**config.mk**
```make
export PLATFORM = sky130hd
export DESIGN_NAME = PipelineCore
export DESIGN_NICKNAME = d
export VERILOG_FILES = /design/src/design/types.sv /design/src/design/PipelineBus.sv /design/src/design/InstDecoder.sv /design/src/design/PipelineCore.sv /design/src/design/RegisterFile.sv /design/src/design/StageEX.sv /design/src/design/StageID.sv /design/src/design/StageIF.sv /design/src/design/StageMEM.sv
export SDC_FILE = /design/constraint.sdc
export NUM_CORES = 2
export LEC_CHECK = 0
export BUFFER_PORTS_ARGS = -buffer_cell sky130_fd_sc_hd__buf_2
export CAP_MARGIN = 40
export CORE_MARGIN = 2
export CORE_UTILIZATION = 55
export CTS_CLUSTER_SIZE = 25
export DETAILED_ROUTE_END_ITERATION = 10
export PLACE_DENSITY = 0.71
export SLEW_MARGIN = 30
export SYNTH_ARGS = -nofsm -noshare
export SYNTH_HDL_FRONTEND = slang
export SYNTH_SLANG_ARGS = --single-unit
```
**constraint.sdc**
```tcl
create_clock -name i_Clock -period 10 [get_ports i_Clock]
set_input_delay 1 -clock i_Clock [delete_from_list [all_inputs] [get_ports i_Clock]]
set_output_delay 1 -clock i_Clock [all_outputs]
set_load 0.005 [all_outputs]
```
**src/design/types.sv**
```systemverilog
package types;

    localparam int DATA_WIDTH = 32;                 // One machine word
    localparam int PC_WIDTH   = 32;                 // Byte address of an instruction
    localparam int REG_WIDTH  = 5;                  // 32 architectural registers

    // ----------------------------------------
    // RV32I major opcodes
    // ----------------------------------------
    localparam logic [6:0] OP_R      = 7'b0110011;  // Register-register ALU
    localparam logic [6:0] OP_I      = 7'b0010011;  // Register-immediate ALU
    localparam logic [6:0] OP_LUI    = 7'b0110111;  // Upper immediate
    localparam logic [6:0] OP_LOAD   = 7'b0000011;  // LW
    localparam logic [6:0] OP_STORE  = 7'b0100011;  // SW
    localparam logic [6:0] OP_BRANCH = 7'b1100011;  // BEQ, BNE, BLT
    localparam logic [6:0] OP_JAL    = 7'b1101111;  // Jump and link

    typedef enum logic [2:0] {
        ALU_ADD,
        ALU_SUB,
        ALU_AND,
        ALU_OR,
        ALU_XOR,
        ALU_SLT,                                    // Signed compare
        ALU_PASSB                                   // Operand B straight through, for LUI
    } AluOp;

    // Source of the register write data
    typedef enum logic [1:0] {
        WB_ALU,
        WB_MEM,
        WB_PC4                                      // Link address
    } WbSel;

    // Source of an ID operand
    typedef enum logic [1:0] {
        FWD_FILE,
        FWD_EX,
        FWD_MEM,
        FWD_WB
    } FwdSel;

    // Next PC source
    typedef enum logic [1:0] {
        PC_PLUS4,
        PC_BRANCH,
        PC_JUMP
    } PcSel;

endpackage

```
**src/design/PipelineBus.sv**
```systemverilog
interface IfIdBus;
    logic                       Valid;              // Live instruction in ID
    logic [types::PC_WIDTH-1:0] PC;                 // Its fetch address
    logic [31:0]                Inst;               // Raw instruction word

    modport src (output Valid, PC, Inst);
    modport dst (input  Valid, PC, Inst);
endinterface

interface IdExBus;
    logic                         Valid;
    logic [types::PC_WIDTH-1:0]   PC;
    logic [types::DATA_WIDTH-1:0] DataA;            // Forwarded rs1
    logic [types::DATA_WIDTH-1:0] DataB;            // Forwarded rs2
    logic [types::DATA_WIDTH-1:0] Imm;
    logic [types::REG_WIDTH-1:0]  RegWrAddr;
    logic                         RegWrEnable;
    types::WbSel                  WbSel;            // WB_MEM marks a load
    logic                         MemWrEnable;
    logic                         OperandASel;      // 1 picks PC
    logic                         OperandBSel;      // 1 picks Imm
    types::AluOp                  AluControl;

    modport src (output Valid, PC, DataA, DataB, Imm, RegWrAddr, RegWrEnable, WbSel,
                 MemWrEnable, OperandASel, OperandBSel, AluControl);
    modport dst (input  Valid, PC, DataA, DataB, Imm, RegWrAddr, RegWrEnable, WbSel,
                 MemWrEnable, OperandASel, OperandBSel, AluControl);
endinterface

interface ExMemBus;
    logic                         Valid;
    logic [types::PC_WIDTH-1:0]   PC;               // Kept for the link value
    logic [types::DATA_WIDTH-1:0] AluResult;        // Also the RAM address
    logic [types::DATA_WIDTH-1:0] StoreData;
    logic [types::REG_WIDTH-1:0]  RegWrAddr;
    logic                         RegWrEnable;
    types::WbSel                  WbSel;
    logic                         MemWrEnable;

    modport src (output Valid, PC, AluResult, StoreData, RegWrAddr, RegWrEnable, WbSel,
                 MemWrEnable);
    modport dst (input  Valid, PC, AluResult, StoreData, RegWrAddr, RegWrEnable, WbSel,
                 MemWrEnable);
endinterface

interface MemWbBus;
    logic                         Valid;
    logic [types::REG_WIDTH-1:0]  RegWrAddr;
    logic                         RegWrEnable;
    logic [types::DATA_WIDTH-1:0] RegWrData;        // Final write-back value

    modport src (output Valid, RegWrAddr, RegWrEnable, RegWrData);
    modport dst (input  Valid, RegWrAddr, RegWrEnable, RegWrData);
endinterface

```
**src/design/InstDecoder.sv**
```systemverilog
module InstDecoder (
    input  logic [31:0]                  i_Inst,
    input  logic                         i_IsEQ,         // rs1 == rs2
    input  logic                         i_IsLT,         // rs1 < rs2, signed
    output logic [types::REG_WIDTH-1:0]  o_Rs1,
    output logic [types::REG_WIDTH-1:0]  o_Rs2,
    output logic [types::REG_WIDTH-1:0]  o_Rd,
    output logic [types::DATA_WIDTH-1:0] o_Imm,
    output logic                         o_RegWrEnable,
    output logic                         o_MemWrEnable,
    output logic                         o_OperandASel,
    output logic                         o_OperandBSel,
    output types::WbSel                  o_WbSel,
    output types::AluOp                  o_AluControl,
    output types::PcSel                  o_PcSel);

    import types::*;

    logic [6:0] opcode;
    logic [2:0] funct3;
    logic [6:0] funct7;

    assign opcode = i_Inst[6:0];
    assign funct3 = i_Inst[14:12];
    assign funct7 = i_Inst[31:25];

    assign o_Rs1 = i_Inst[19:15];
    assign o_Rs2 = i_Inst[24:20];
    assign o_Rd  = i_Inst[11:7];

    // ----------------------------------------
    // Immediate by instruction format
    // ----------------------------------------
    always_comb begin
        case (opcode)
            OP_STORE:  o_Imm = {{20{i_Inst[31]}}, i_Inst[31:25], i_Inst[11:7]};
            OP_BRANCH: o_Imm = {{19{i_Inst[31]}}, i_Inst[31], i_Inst[7], i_Inst[30:25],
                                i_Inst[11:8], 1'b0};
            OP_LUI:    o_Imm = {i_Inst[31:12], 12'd0};
            OP_JAL:    o_Imm = {{11{i_Inst[31]}}, i_Inst[31], i_Inst[19:12], i_Inst[20],
                                i_Inst[30:21], 1'b0};
            default:   o_Imm = {{20{i_Inst[31]}}, i_Inst[31:20]};  // I format, ADDI and LW
        endcase
    end

    // ----------------------------------------
    // Datapath control and next PC
    // ----------------------------------------
    always_comb begin
        o_RegWrEnable = 1'b0;
        o_MemWrEnable = 1'b0;
        o_OperandASel = 1'b0;
        o_OperandBSel = 1'b0;
        o_WbSel       = WB_ALU;
        o_AluControl  = ALU_ADD;
        o_PcSel       = PC_PLUS4;
        case (opcode)
            OP_R: begin
                o_RegWrEnable = 1'b1;
                case (funct3)
                    3'b000:  o_AluControl = funct7[5] ? ALU_SUB : ALU_ADD;
                    3'b111:  o_AluControl = ALU_AND;
                    3'b110:  o_AluControl = ALU_OR;
                    3'b100:  o_AluControl = ALU_XOR;
                    3'b010:  o_AluControl = ALU_SLT;
                    default: o_RegWrEnable = 1'b0;          // Unsupported R-type
                endcase
            end
            OP_I: begin
                o_RegWrEnable = (funct3 == 3'b000);         // ADDI only
                o_OperandBSel = 1'b1;
            end
            OP_LUI: begin
                o_RegWrEnable = 1'b1;
                o_OperandBSel = 1'b1;
                o_AluControl  = ALU_PASSB;
            end
            OP_LOAD: begin
                o_RegWrEnable = 1'b1;
                o_OperandBSel = 1'b1;                       // Base plus offset
                o_WbSel       = WB_MEM;
            end
            OP_STORE: begin
                o_MemWrEnable = 1'b1;
                o_OperandBSel = 1'b1;
            end
            OP_BRANCH: begin
                case (funct3)
                    3'b000:  o_PcSel = i_IsEQ ? PC_BRANCH : PC_PLUS4;  // BEQ
                    3'b001:  o_PcSel = i_IsEQ ? PC_PLUS4 : PC_BRANCH;  // BNE
                    3'b100:  o_PcSel = i_IsLT ? PC_BRANCH : PC_PLUS4;  // BLT
                    default: o_PcSel = PC_PLUS4;
                endcase
            end
            OP_JAL: begin
                o_RegWrEnable = 1'b1;
                o_OperandASel = 1'b1;                       // ALU forms the jump target
                o_OperandBSel = 1'b1;
                o_WbSel       = WB_PC4;
                o_PcSel       = PC_JUMP;
            end
            default: ;                                      // Unknown opcodes write nothing
        endcase
    end

endmodule

```
**src/design/PipelineCore.sv**
```systemverilog
module PipelineCore (
    input  logic                         i_Clock,
    input  logic                         i_reset,
    output logic [types::PC_WIDTH-1:0]   o_InstAddr,     // Instruction ROM
    input  logic [31:0]                  i_Inst,
    output logic [types::DATA_WIDTH-1:0] o_MemAddr,      // Data RAM
    output logic [types::DATA_WIDTH-1:0] o_MemWrData,
    output logic                         o_MemWrEnable,
    input  logic [types::DATA_WIDTH-1:0] i_MemRdData);

    import types::*;

    IfIdBus  ifIdBus ();
    IdExBus  idExBus ();
    ExMemBus exMemBus ();
    MemWbBus memWbBus ();

    logic                  stall, redirect;
    logic [PC_WIDTH-1:0]   pcNext;
    logic [DATA_WIDTH-1:0] exAluResult, memRegWrData;

    StageIF if0 (
        .i_Clock    (i_Clock),
        .i_reset    (i_reset),
        .i_Stall    (stall),
        .i_Redirect (redirect),
        .i_PcNext   (pcNext),
        .o_InstAddr (o_InstAddr),
        .i_Inst     (i_Inst),
        .o_IfId     (ifIdBus));

    StageID id0 (
        .i_Clock        (i_Clock),
        .i_reset        (i_reset),
        .i_IfId         (ifIdBus),
        .o_IdEx         (idExBus),
        .i_IdEx         (idExBus),
        .i_ExMem        (exMemBus),
        .i_MemWb        (memWbBus),
        .i_ExAluResult  (exAluResult),
        .i_MemRegWrData (memRegWrData),
        .o_Stall        (stall),
        .o_Redirect     (redirect),
        .o_PcNext       (pcNext));

    StageEX ex0 (
        .i_Clock     (i_Clock),
        .i_reset     (i_reset),
        .i_IdEx      (idExBus),
        .o_ExMem     (exMemBus),
        .o_AluResult (exAluResult));

    StageMEM mem0 (
        .i_Clock       (i_Clock),
        .i_reset       (i_reset),
        .i_ExMem       (exMemBus),
        .o_MemAddr     (o_MemAddr),
        .o_MemWrData   (o_MemWrData),
        .o_MemWrEnable (o_MemWrEnable),
        .i_MemRdData   (i_MemRdData),
        .o_RegWrData   (memRegWrData),
        .o_MemWb       (memWbBus));

endmodule

```
**src/design/RegisterFile.sv**
```systemverilog
module RegisterFile (
    input  logic                         i_Clock,
    input  logic                         i_reset,
    input  logic                         i_WrEnable,
    input  logic [types::REG_WIDTH-1:0]  i_WrAddr,
    input  logic [types::DATA_WIDTH-1:0] i_WrData,
    input  logic [types::REG_WIDTH-1:0]  i_RdAddrA,
    input  logic [types::REG_WIDTH-1:0]  i_RdAddrB,
    output logic [types::DATA_WIDTH-1:0] o_RdDataA,
    output logic [types::DATA_WIDTH-1:0] o_RdDataB);

    import types::*;

    logic [DATA_WIDTH-1:0] regs [2**REG_WIDTH];

    always_ff @(posedge i_Clock) begin
        if (i_reset) begin
            for (int i = 0; i < 2**REG_WIDTH; i++) begin
                regs[i] <= '0;
            end
        end else if (i_WrEnable && i_WrAddr != '0) begin
            regs[i_WrAddr] <= i_WrData;
        end
    end

    // x0 reads zero, a same-cycle write is passed through
    assign o_RdDataA = (i_RdAddrA == '0) ? '0 :
                       (i_WrEnable && i_WrAddr == i_RdAddrA) ? i_WrData : regs[i_RdAddrA];
    assign o_RdDataB = (i_RdAddrB == '0) ? '0 :
                       (i_WrEnable && i_WrAddr == i_RdAddrB) ? i_WrData : regs[i_RdAddrB];

endmodule

```
**src/design/StageEX.sv**
```systemverilog
module StageEX (
    input  logic                         i_Clock,
    input  logic                         i_reset,
    IdExBus.dst                          i_IdEx,
    ExMemBus.src                         o_ExMem,
    output logic [types::DATA_WIDTH-1:0] o_AluResult); // To ID forwarding

    import types::*;

    logic [DATA_WIDTH-1:0] opA, opB, result;

    assign opA = i_IdEx.OperandASel ? i_IdEx.PC : i_IdEx.DataA;
    assign opB = i_IdEx.OperandBSel ? i_IdEx.Imm : i_IdEx.DataB;

    always_comb begin
        case (i_IdEx.AluControl)
            ALU_SUB:   result = opA - opB;
            ALU_AND:   result = opA & opB;
            ALU_OR:    result = opA | opB;
            ALU_XOR:   result = opA ^ opB;
            ALU_SLT:   result = {{(DATA_WIDTH-1){1'b0}}, $signed(opA) < $signed(opB)};
            ALU_PASSB: result = opB;                // LUI
            default:   result = opA + opB;          // ADD, address calc
        endcase
    end

    assign o_AluResult = result;

    // EX/MEM register
    always_ff @(posedge i_Clock) begin
        if (i_reset) begin
            o_ExMem.Valid       <= 1'b0;
            o_ExMem.RegWrEnable <= 1'b0;
            o_ExMem.MemWrEnable <= 1'b0;
        end else begin
            o_ExMem.Valid       <= i_IdEx.Valid;
            o_ExMem.RegWrEnable <= i_IdEx.RegWrEnable;
            o_ExMem.MemWrEnable <= i_IdEx.MemWrEnable;
        end
    end

    always_ff @(posedge i_Clock) begin
        o_ExMem.PC        <= i_IdEx.PC;
        o_ExMem.AluResult <= result;
        o_ExMem.StoreData <= i_IdEx.DataB;          // rs2 of a store
        o_ExMem.RegWrAddr <= i_IdEx.RegWrAddr;
        o_ExMem.WbSel     <= i_IdEx.WbSel;
    end

endmodule

```
**src/design/StageID.sv**
```systemverilog
module StageID (
    input  logic                         i_Clock,
    input  logic                         i_reset,
    IfIdBus.dst                          i_IfId,
    IdExBus.src                          o_IdEx,
    IdExBus.dst                          i_IdEx,         // Instruction now in EX
    ExMemBus.dst                         i_ExMem,        // Instruction now in MEM
    MemWbBus.dst                         i_MemWb,        // Instruction now in WB
    input  logic [types::DATA_WIDTH-1:0] i_ExAluResult,  // Combinational EX result
    input  logic [types::DATA_WIDTH-1:0] i_MemRegWrData, // MEM write-back value
    output logic                         o_Stall,
    output logic                         o_Redirect,
    output logic [types::PC_WIDTH-1:0]   o_PcNext);

    import types::*;

    logic [REG_WIDTH-1:0]  rs1, rs2, rd;
    logic [DATA_WIDTH-1:0] imm;
    logic                  regWrEnable, memWrEnable;
    logic                  operandASel, operandBSel;
    WbSel                  wbSel;
    AluOp                  aluControl;
    PcSel                  pcSel;
    logic                  isEq, isLt;

    InstDecoder dec0 (
        .i_Inst        (i_IfId.Inst),
        .i_IsEQ        (isEq),
        .i_IsLT        (isLt),
        .o_Rs1         (rs1),
        .o_Rs2         (rs2),
        .o_Rd          (rd),
        .o_Imm         (imm),
        .o_RegWrEnable (regWrEnable),
        .o_MemWrEnable (memWrEnable),
        .o_OperandASel (operandASel),
        .o_OperandBSel (operandBSel),
        .o_WbSel       (wbSel),
        .o_AluControl  (aluControl),
        .o_PcSel       (pcSel));

    logic [DATA_WIDTH-1:0] fileDataA, fileDataB;

    RegisterFile regs0 (
        .i_Clock    (i_Clock),
        .i_reset    (i_reset),
        .i_WrEnable (i_MemWb.RegWrEnable),
        .i_WrAddr   (i_MemWb.RegWrAddr),
        .i_WrData   (i_MemWb.RegWrData),
        .i_RdAddrA  (rs1),
        .i_RdAddrB  (rs2),
        .o_RdDataA  (fileDataA),
        .o_RdDataB  (fileDataB));

    // ----------------------------------------
    // Forwarding, newest producer first
    // ----------------------------------------
    logic [DATA_WIDTH-1:0] exData, dataA, dataB;
    FwdSel                 fwdA, fwdB;

    // JAL in EX forwards its link address, not the ALU sum
    assign exData = (i_IdEx.WbSel == WB_PC4) ? i_IdEx.PC + PC_WIDTH'(4) : i_ExAluResult;

    function automatic FwdSel pickFwd(input logic [REG_WIDTH-1:0] rs);
        if (rs == '0)
            return FWD_FILE;                        // x0 is never forwarded
        if (i_IdEx.Valid && i_IdEx.RegWrEnable && i_IdEx.RegWrAddr == rs)
            return FWD_EX;
        if (i_ExMem.Valid && i_ExMem.RegWrEnable && i_ExMem.RegWrAddr == rs)
            return FWD_MEM;
        if (i_MemWb.Valid && i_MemWb.RegWrEnable && i_MemWb.RegWrAddr == rs)
            return FWD_WB;
        return FWD_FILE;
    endfunction

    always_comb begin
        fwdA = pickFwd(rs1);
        fwdB = pickFwd(rs2);
        case (fwdA)
            FWD_EX:  dataA = exData;
            FWD_MEM: dataA = i_MemRegWrData;
            FWD_WB:  dataA = i_MemWb.RegWrData;
            default: dataA = fileDataA;
        endcase
        case (fwdB)
            FWD_EX:  dataB = exData;
            FWD_MEM: dataB = i_MemRegWrData;
            FWD_WB:  dataB = i_MemWb.RegWrData;
            default: dataB = fileDataB;
        endcase
    end

    // ----------------------------------------
    // Branch compare, hazard and next PC
    // ----------------------------------------
    logic loadUse;

    assign isEq = (dataA == dataB);
    assign isLt = ($signed(dataA) < $signed(dataB));

    assign loadUse = i_IfId.Valid && i_IdEx.Valid && i_IdEx.RegWrEnable &&
                     i_IdEx.WbSel == WB_MEM && i_IdEx.RegWrAddr != '0 &&
                     (i_IdEx.RegWrAddr == rs1 || i_IdEx.RegWrAddr == rs2);

    assign o_Stall    = loadUse;
    assign o_Redirect = i_IfId.Valid && !loadUse && pcSel != PC_PLUS4; // Wait for operands
    assign o_PcNext   = (pcSel == PC_PLUS4) ? i_IfId.PC + PC_WIDTH'(4) : i_IfId.PC + imm;

    // ID/EX register
    always_ff @(posedge i_Clock) begin
        if (i_reset || loadUse) begin               // Bubble on a stall
            o_IdEx.Valid       <= 1'b0;
            o_IdEx.RegWrEnable <= 1'b0;
            o_IdEx.MemWrEnable <= 1'b0;
        end else begin
            o_IdEx.Valid       <= i_IfId.Valid;
            o_IdEx.RegWrEnable <= i_IfId.Valid && regWrEnable;
            o_IdEx.MemWrEnable <= i_IfId.Valid && memWrEnable;
        end
    end

    always_ff @(posedge i_Clock) begin
        o_IdEx.PC          <= i_IfId.PC;
        o_IdEx.DataA       <= dataA;
        o_IdEx.DataB       <= dataB;
        o_IdEx.Imm         <= imm;
        o_IdEx.RegWrAddr   <= rd;
        o_IdEx.WbSel       <= wbSel;
        o_IdEx.OperandASel <= operandASel;
        o_IdEx.OperandBSel <= operandBSel;
        o_IdEx.AluControl  <= aluControl;
    end

endmodule

```
**src/design/StageIF.sv**
```systemverilog
module StageIF (
    input  logic                       i_Clock,
    input  logic                       i_reset,
    input  logic                       i_Stall,     // Load-use hold
    input  logic                       i_Redirect,  // Taken branch or jump in ID
    input  logic [types::PC_WIDTH-1:0] i_PcNext,    // Redirect target
    output logic [types::PC_WIDTH-1:0] o_InstAddr,  // ROM address
    input  logic [31:0]                i_Inst,      // ROM data, same cycle
    IfIdBus.src                        o_IfId);

    import types::*;

    logic [PC_WIDTH-1:0] pc;

    assign o_InstAddr = pc;

    // PC and IF/ID valid bit
    always_ff @(posedge i_Clock) begin
        if (i_reset) begin
            pc          <= '0;
            o_IfId.Valid <= 1'b0;
        end else if (i_Redirect) begin
            pc          <= i_PcNext;
            o_IfId.Valid <= 1'b0;                   // Squash the wrong-path fetch
        end else if (!i_Stall) begin
            pc          <= pc + PC_WIDTH'(4);
            o_IfId.Valid <= 1'b1;
        end
    end

    always_ff @(posedge i_Clock) begin
        if (!i_Stall) begin                         // Hold the word under a stall
            o_IfId.PC   <= pc;
            o_IfId.Inst <= i_Inst;
        end
    end

endmodule

```
**src/design/StageMEM.sv**
```systemverilog
module StageMEM (
    input  logic                         i_Clock,
    input  logic                         i_reset,
    ExMemBus.dst                         i_ExMem,
    output logic [types::DATA_WIDTH-1:0] o_MemAddr,
    output logic [types::DATA_WIDTH-1:0] o_MemWrData,
    output logic                         o_MemWrEnable,
    input  logic [types::DATA_WIDTH-1:0] i_MemRdData,  // Combinational RAM read
    output logic [types::DATA_WIDTH-1:0] o_RegWrData,  // To ID forwarding
    MemWbBus.src                         o_MemWb);

    import types::*;

    logic [DATA_WIDTH-1:0] wbData;

    assign o_MemAddr     = i_ExMem.AluResult;
    assign o_MemWrData   = i_ExMem.StoreData;
    assign o_MemWrEnable = i_ExMem.Valid && i_ExMem.MemWrEnable;

    always_comb begin
        case (i_ExMem.WbSel)
            WB_MEM:  wbData = i_MemRdData;
            WB_PC4:  wbData = i_ExMem.PC + PC_WIDTH'(4);   // Link address
            default: wbData = i_ExMem.AluResult;
        endcase
    end

    assign o_RegWrData = wbData;

    // MEM/WB register
    always_ff @(posedge i_Clock) begin
        if (i_reset) begin
            o_MemWb.Valid       <= 1'b0;
            o_MemWb.RegWrEnable <= 1'b0;
        end else begin
            o_MemWb.Valid       <= i_ExMem.Valid;
            o_MemWb.RegWrEnable <= i_ExMem.RegWrEnable;
        end
    end

    always_ff @(posedge i_Clock) begin
        o_MemWb.RegWrAddr <= i_ExMem.RegWrAddr;
        o_MemWb.RegWrData <= wbData;
    end

endmodule

```
==> results.txt <==
The run finished with clean final reports. The average wire per standard cell came out at 36.0 um. The critical path goes through buf_4 > mux2i_1 > ha_1 > inv_1 > a21oi_1 > a211oi_1 > a21oi_1 > o22ai_1 > a21oi_1 > o21ai_0 > a211oi_1 > o2bb2ai_1 > o21ai_0 > ha_1 > nand4_1 > or4_4 > or4_1 > a2111oi_1 > o21ai_1 > o211ai_2 > buf_4 > nand2_2 > nor4_1 > a211oi_1. Of the available clock period, the critical path in the final layout requires 0.900. Once detailed placement completed, the half-perimeter wirelength came to 195000 um. The post-synthesis register bit count is 1418. For this run, the total global-route usage over all layers was measured as 0.400.

IR analysis of the VDD net gives a maximum drop of 0.000164 V. The post-detailed-route via-to-cell ratio is 6.95. The number of antenna violations at the first check in global routing came out at 35. The number of placement rows came out at 137. The start-to-end type of the worst setup path is reg -> reg. The post-synth design cell area is 77600 um^2. After the first detailed-routing iteration, the DRC count stood at 9228. After synthesis, the share of flip-flops with an asynchronous set or reset is 0. The met2 wire length came out at 125000 um.

Among all flip-flop cells after synthesis, the most frequent one is edfxtp_1. The ratio of cells with drive above 1 in the final layout is 0.229. The design draws 16100 uW. The number of clock buffers added by TritonCTS is 155. The port buffer count is 162. The net count reported at finish is 6273. Of the total power, registers draw 0.455. The finished layout cell area is 86500 um^2. The analysis attributes to cell leakage a power of 0.0327 uW.

The part of the power in combinational logic is 0.190. The slew of the pin with the lowest slew margin is 1.14 ns. The hold violation count in the final report came out at 0. Data on the critical path arrives at its endpoint at 9.65 ns. A synthesized cell averages 12.9 um^2. The peak per-stage delay on the critical path came out at 0.81 ns.

The clock tree from TritonCTS is yes. The quantity of hold-fixing buffers added after cts came out at 0. The worst slew margin relative to its limit is 0.243. Setup violations remaining at the end of the flow were counted as 0. The effective utilization at floorplan came out at 0.555. For the worst setup path, the data required time is 10.64 ns. STA classifies the critical path startpoint as a flip-flop.

The number of global-route vias before repair is 54129. No sink is reached through more buffers than the 3 on the longest clock path. The count of pins on the block boundary came out at 163. In this run the worst path has a maximum fanout of 28. The number of detailed-routing iterations run before antenna repair came out at 6. The count of nets left with antenna violations after detail routing is 0.

Max-cap violations in this run came to 0. The routed wire length is 291000 um. The y dimension of the die is 380 um.

Of the total power, the share spent switching nets is 0.317. Wire segments on met3 add up to 41500 um in the final route. Setup repair after global routing left no endpoint under its margin. Cell internal power was estimated by the tool at 11000 uW. Clock-pin slew was measured on the worst setup and hold paths at 0.06 ns.

The number of enable-type register cells in the synthesized netlist is 1088. Subtracting the final worst setup slack from the clock period gives 9.00 ns. The maximum frequency from static timing analysis is 111 MHz. The CTS sink count came out at 1418. The count of mapped cells out of synthesis is 5994.

The overall via count from detail_route came out at 56063. Entering global routing, the biggest net connects 126 pins. The clock latency on the worst-skew pair came out at 0.83 ns. The number of fill cells came out at 10637. The maximum level of the CTS H-tree came out at 4.

The weighted congestion reported at the end of routability-driven placement is 1.03. The power share of the clock group is 0.356. The wire length of the first global-routing pass is 406000 um. Together, buffers and inverters on the worst path number 3. The number of slew-limit violations in the final report came out at 0. The non-filler instance count after layout came out at 8070. In this run the clock root is driven by a clkbuf_16.

In this run the power spent charging and discharging nets is 5090 uW. The floorplan step defined a core boundary enclosing 140000 um^2. The top routing layer in use is met5.

The proportion of synthesized chip area in sequential cells came out at 0.506. The detailed router put a total of 104000 um of wire on met1. The min-delay analysis places its worst path in the category in -> reg. The instance area at placement is 81300 um^2. The slowest stage of the critical path belongs to the cell dfxtp_2. Relative to the synthesized area, the layout overhead comes to 11.6%. The die covers 144000 um^2. In this run the horizontal extent of the chip is 380 um. In this design, the largest share of critical-path delay is due to compound AO/OA/AOI/OAI gates. Dividing total power by cell area gives a power density of 186 nW/um^2.

The number of cells upsized or downsized after cts is 0. The worst setup path is captured at a flip-flop. The count of unique library cells instantiated by Yosys is 94. The number of buffers inserted by post-CTS setup repair is 0.

The leftover overflow at the end of global routing is 0. The number of placed cells counting well taps is 7752. The accumulated negative setup slack is 0 ns.

After detailed routing, the number of remaining DRC violations is 0. The number of warning messages in the yosys log is 0. The final worst clock skew is 0.0418 ns.
-- worst paths after layout --
path / from / to / slack [ns] / cells after the start
max: id0.o_IdEx.OperandBSel / if0.o_InstAddr[30] / 1.0 / 24
min reg2reg: if0.o_IfId.PC[30] / id0.o_IdEx.PC[30] / 0.37 / 0
min: i_Inst[9] / if0.o_IfId.Inst[9] / 0.34 / 1
max reg2reg: id0.o_IdEx.OperandBSel / if0.o_InstAddr[30] / 1.0 / 24
-- power groups by stage --
stage,clock network [uW],registers (uW),logic [uW]
after floorplan,0,7000,1900
after global placement,0,7470,2750
after detailed placement,0,7400,2940
after CTS,5720,7280,2950
after global routing,5950,7330,3170
final,5710,7300,3040
-- per-layer routing --
metal	global-route usage	vias up
met5	0	-
met4	0.231	12
met3	0.121	906
met2	0.576	4334
met1	0.540	28054
li1	-	22757
-- registers in the layout, summed over array words and instances, names as in the netlist, 2 cells and up, named ones only --
| signal | flops |
|---|---|
| ex0.o_ExMem.PC | 32 |
| if0.o_IfId.Inst | 32 |
| mem0.o_MemWb.RegWrAddr | 5 |
| ex0.o_ExMem.StoreData | 32 |
| if0.o_IfId.PC | 32 |
| ex0.o_ExMem.WbSel | 2 |
| id0.o_IdEx.DataB | 32 |
| ex0.o_ExMem.RegWrAddr | 5 |
| id0.o_IdEx.PC | 32 |
| id0.o_IdEx.AluControl | 3 |
| ex0.o_ExMem.AluResult | 32 |
| id0.regs0.regs | 1024 |
| id0.o_IdEx.DataA | 32 |
| mem0.o_MemWb.RegWrData | 32 |
| id0.o_IdEx.RegWrAddr | 5 |
| if0.o_InstAddr | 32 |
| id0.o_IdEx.Imm | 32 |
-- synthesized netlist by cell type, types with 8 or more instances --
cell type  instances  share of area
a211oi_1          37         0.0036
a21o_1            68         0.0066
mux2i_1          125          0.016
buf_2             42         0.0027
nor4_1            20         0.0016
mux2_2            18         0.0026
nand2_1          271          0.013
o21bai_1          15         0.0015
clkbuf_1         405          0.020
inv_1            184         0.0089
o21a_1            16         0.0015
o31ai_1           15         0.0015
nor2b_1           28         0.0023
a21oi_1          202          0.013
mux4_2           640           0.19
edfxtp_1        1088           0.42
a22o_1             8        0.00090
o21ai_0          241          0.016
o221a_2           10         0.0015
dfxtp_1          330          0.085
xnor2_1           72         0.0081
ha_1             164          0.026
and2_1          1006          0.081
nand3_1           76         0.0049
a221o_1           20         0.0026
a221oi_1          31         0.0035
o221ai_1          31         0.0035
nand3b_1           8        0.00077
o22ai_1           26         0.0021
nor3_1            37         0.0024
or2_2             12        0.00097
a31oi_1           25         0.0020
nand4_1           38         0.0031
or3_1             21         0.0017
nand2b_1          22         0.0018
nor2_1           274          0.013
xor2_1            61         0.0069
o211ai_1          24         0.0023
a22oi_1           39         0.0038
buf_1             61         0.0030
and3_1            36         0.0029
-- layout make-up --
cell class	count	area, um^2	share of cell area
Timing Repair Buffer	371	2730	0.0315
Clock buffer	200	4230	0.0489
Antenna cell	24	60.1	0.000694
Inverter	184	692	0.00800
Tap cell	1876	2350	0.0271
Sequential cell	1418	39300	0.455
Clock inverter	87	786	0.00908
Multi-Input combinational cell	3910	36400	0.420
-- cells by family after synthesis --
logic type                 share of synthesized area
AOI/OAI and AO/OA                             0.0784
xor gates and xnor gates                      0.0150
adders and majority gates                     0.0272
buffers and inverters                         0.0349
DFF                                            0.506
muxes                                          0.205
other                                      0.0000484
and+or+nand+nor                                0.133
-- stage by stage --
step | hold WS (ns) | utilization | setup WS, ns
final | 0.345 | 0.619 | 0.995
after floorplan | 0.327 | - | 2.80
after CTS | 0.314 | 0.618 | 1.26
after global placement | 0.357 | 0.579 | 1.48
after global routing | 0.328 | 0.619 | 0.762
after detailed placement | 0.360 | 0.582 | 1.32
-- cells in the final DEF, fill, tap and decap left out, drive strengths merged, types with 125 or more instances in the layout --
| master | instances |
|---|---|
| mux4 | 640 |
| nand2 | 272 |
| and2 | 1006 |
| dfxtp | 330 |
| ha | 164 |
| nor2 | 274 |
| buf | 369 |
| mux2i | 125 |
| a21oi | 202 |
| o21ai | 246 |
| inv | 189 |
| clkbuf | 201 |
| edfxtp | 1088 |
Note: power is estimated with default switching activity, not from simulation.
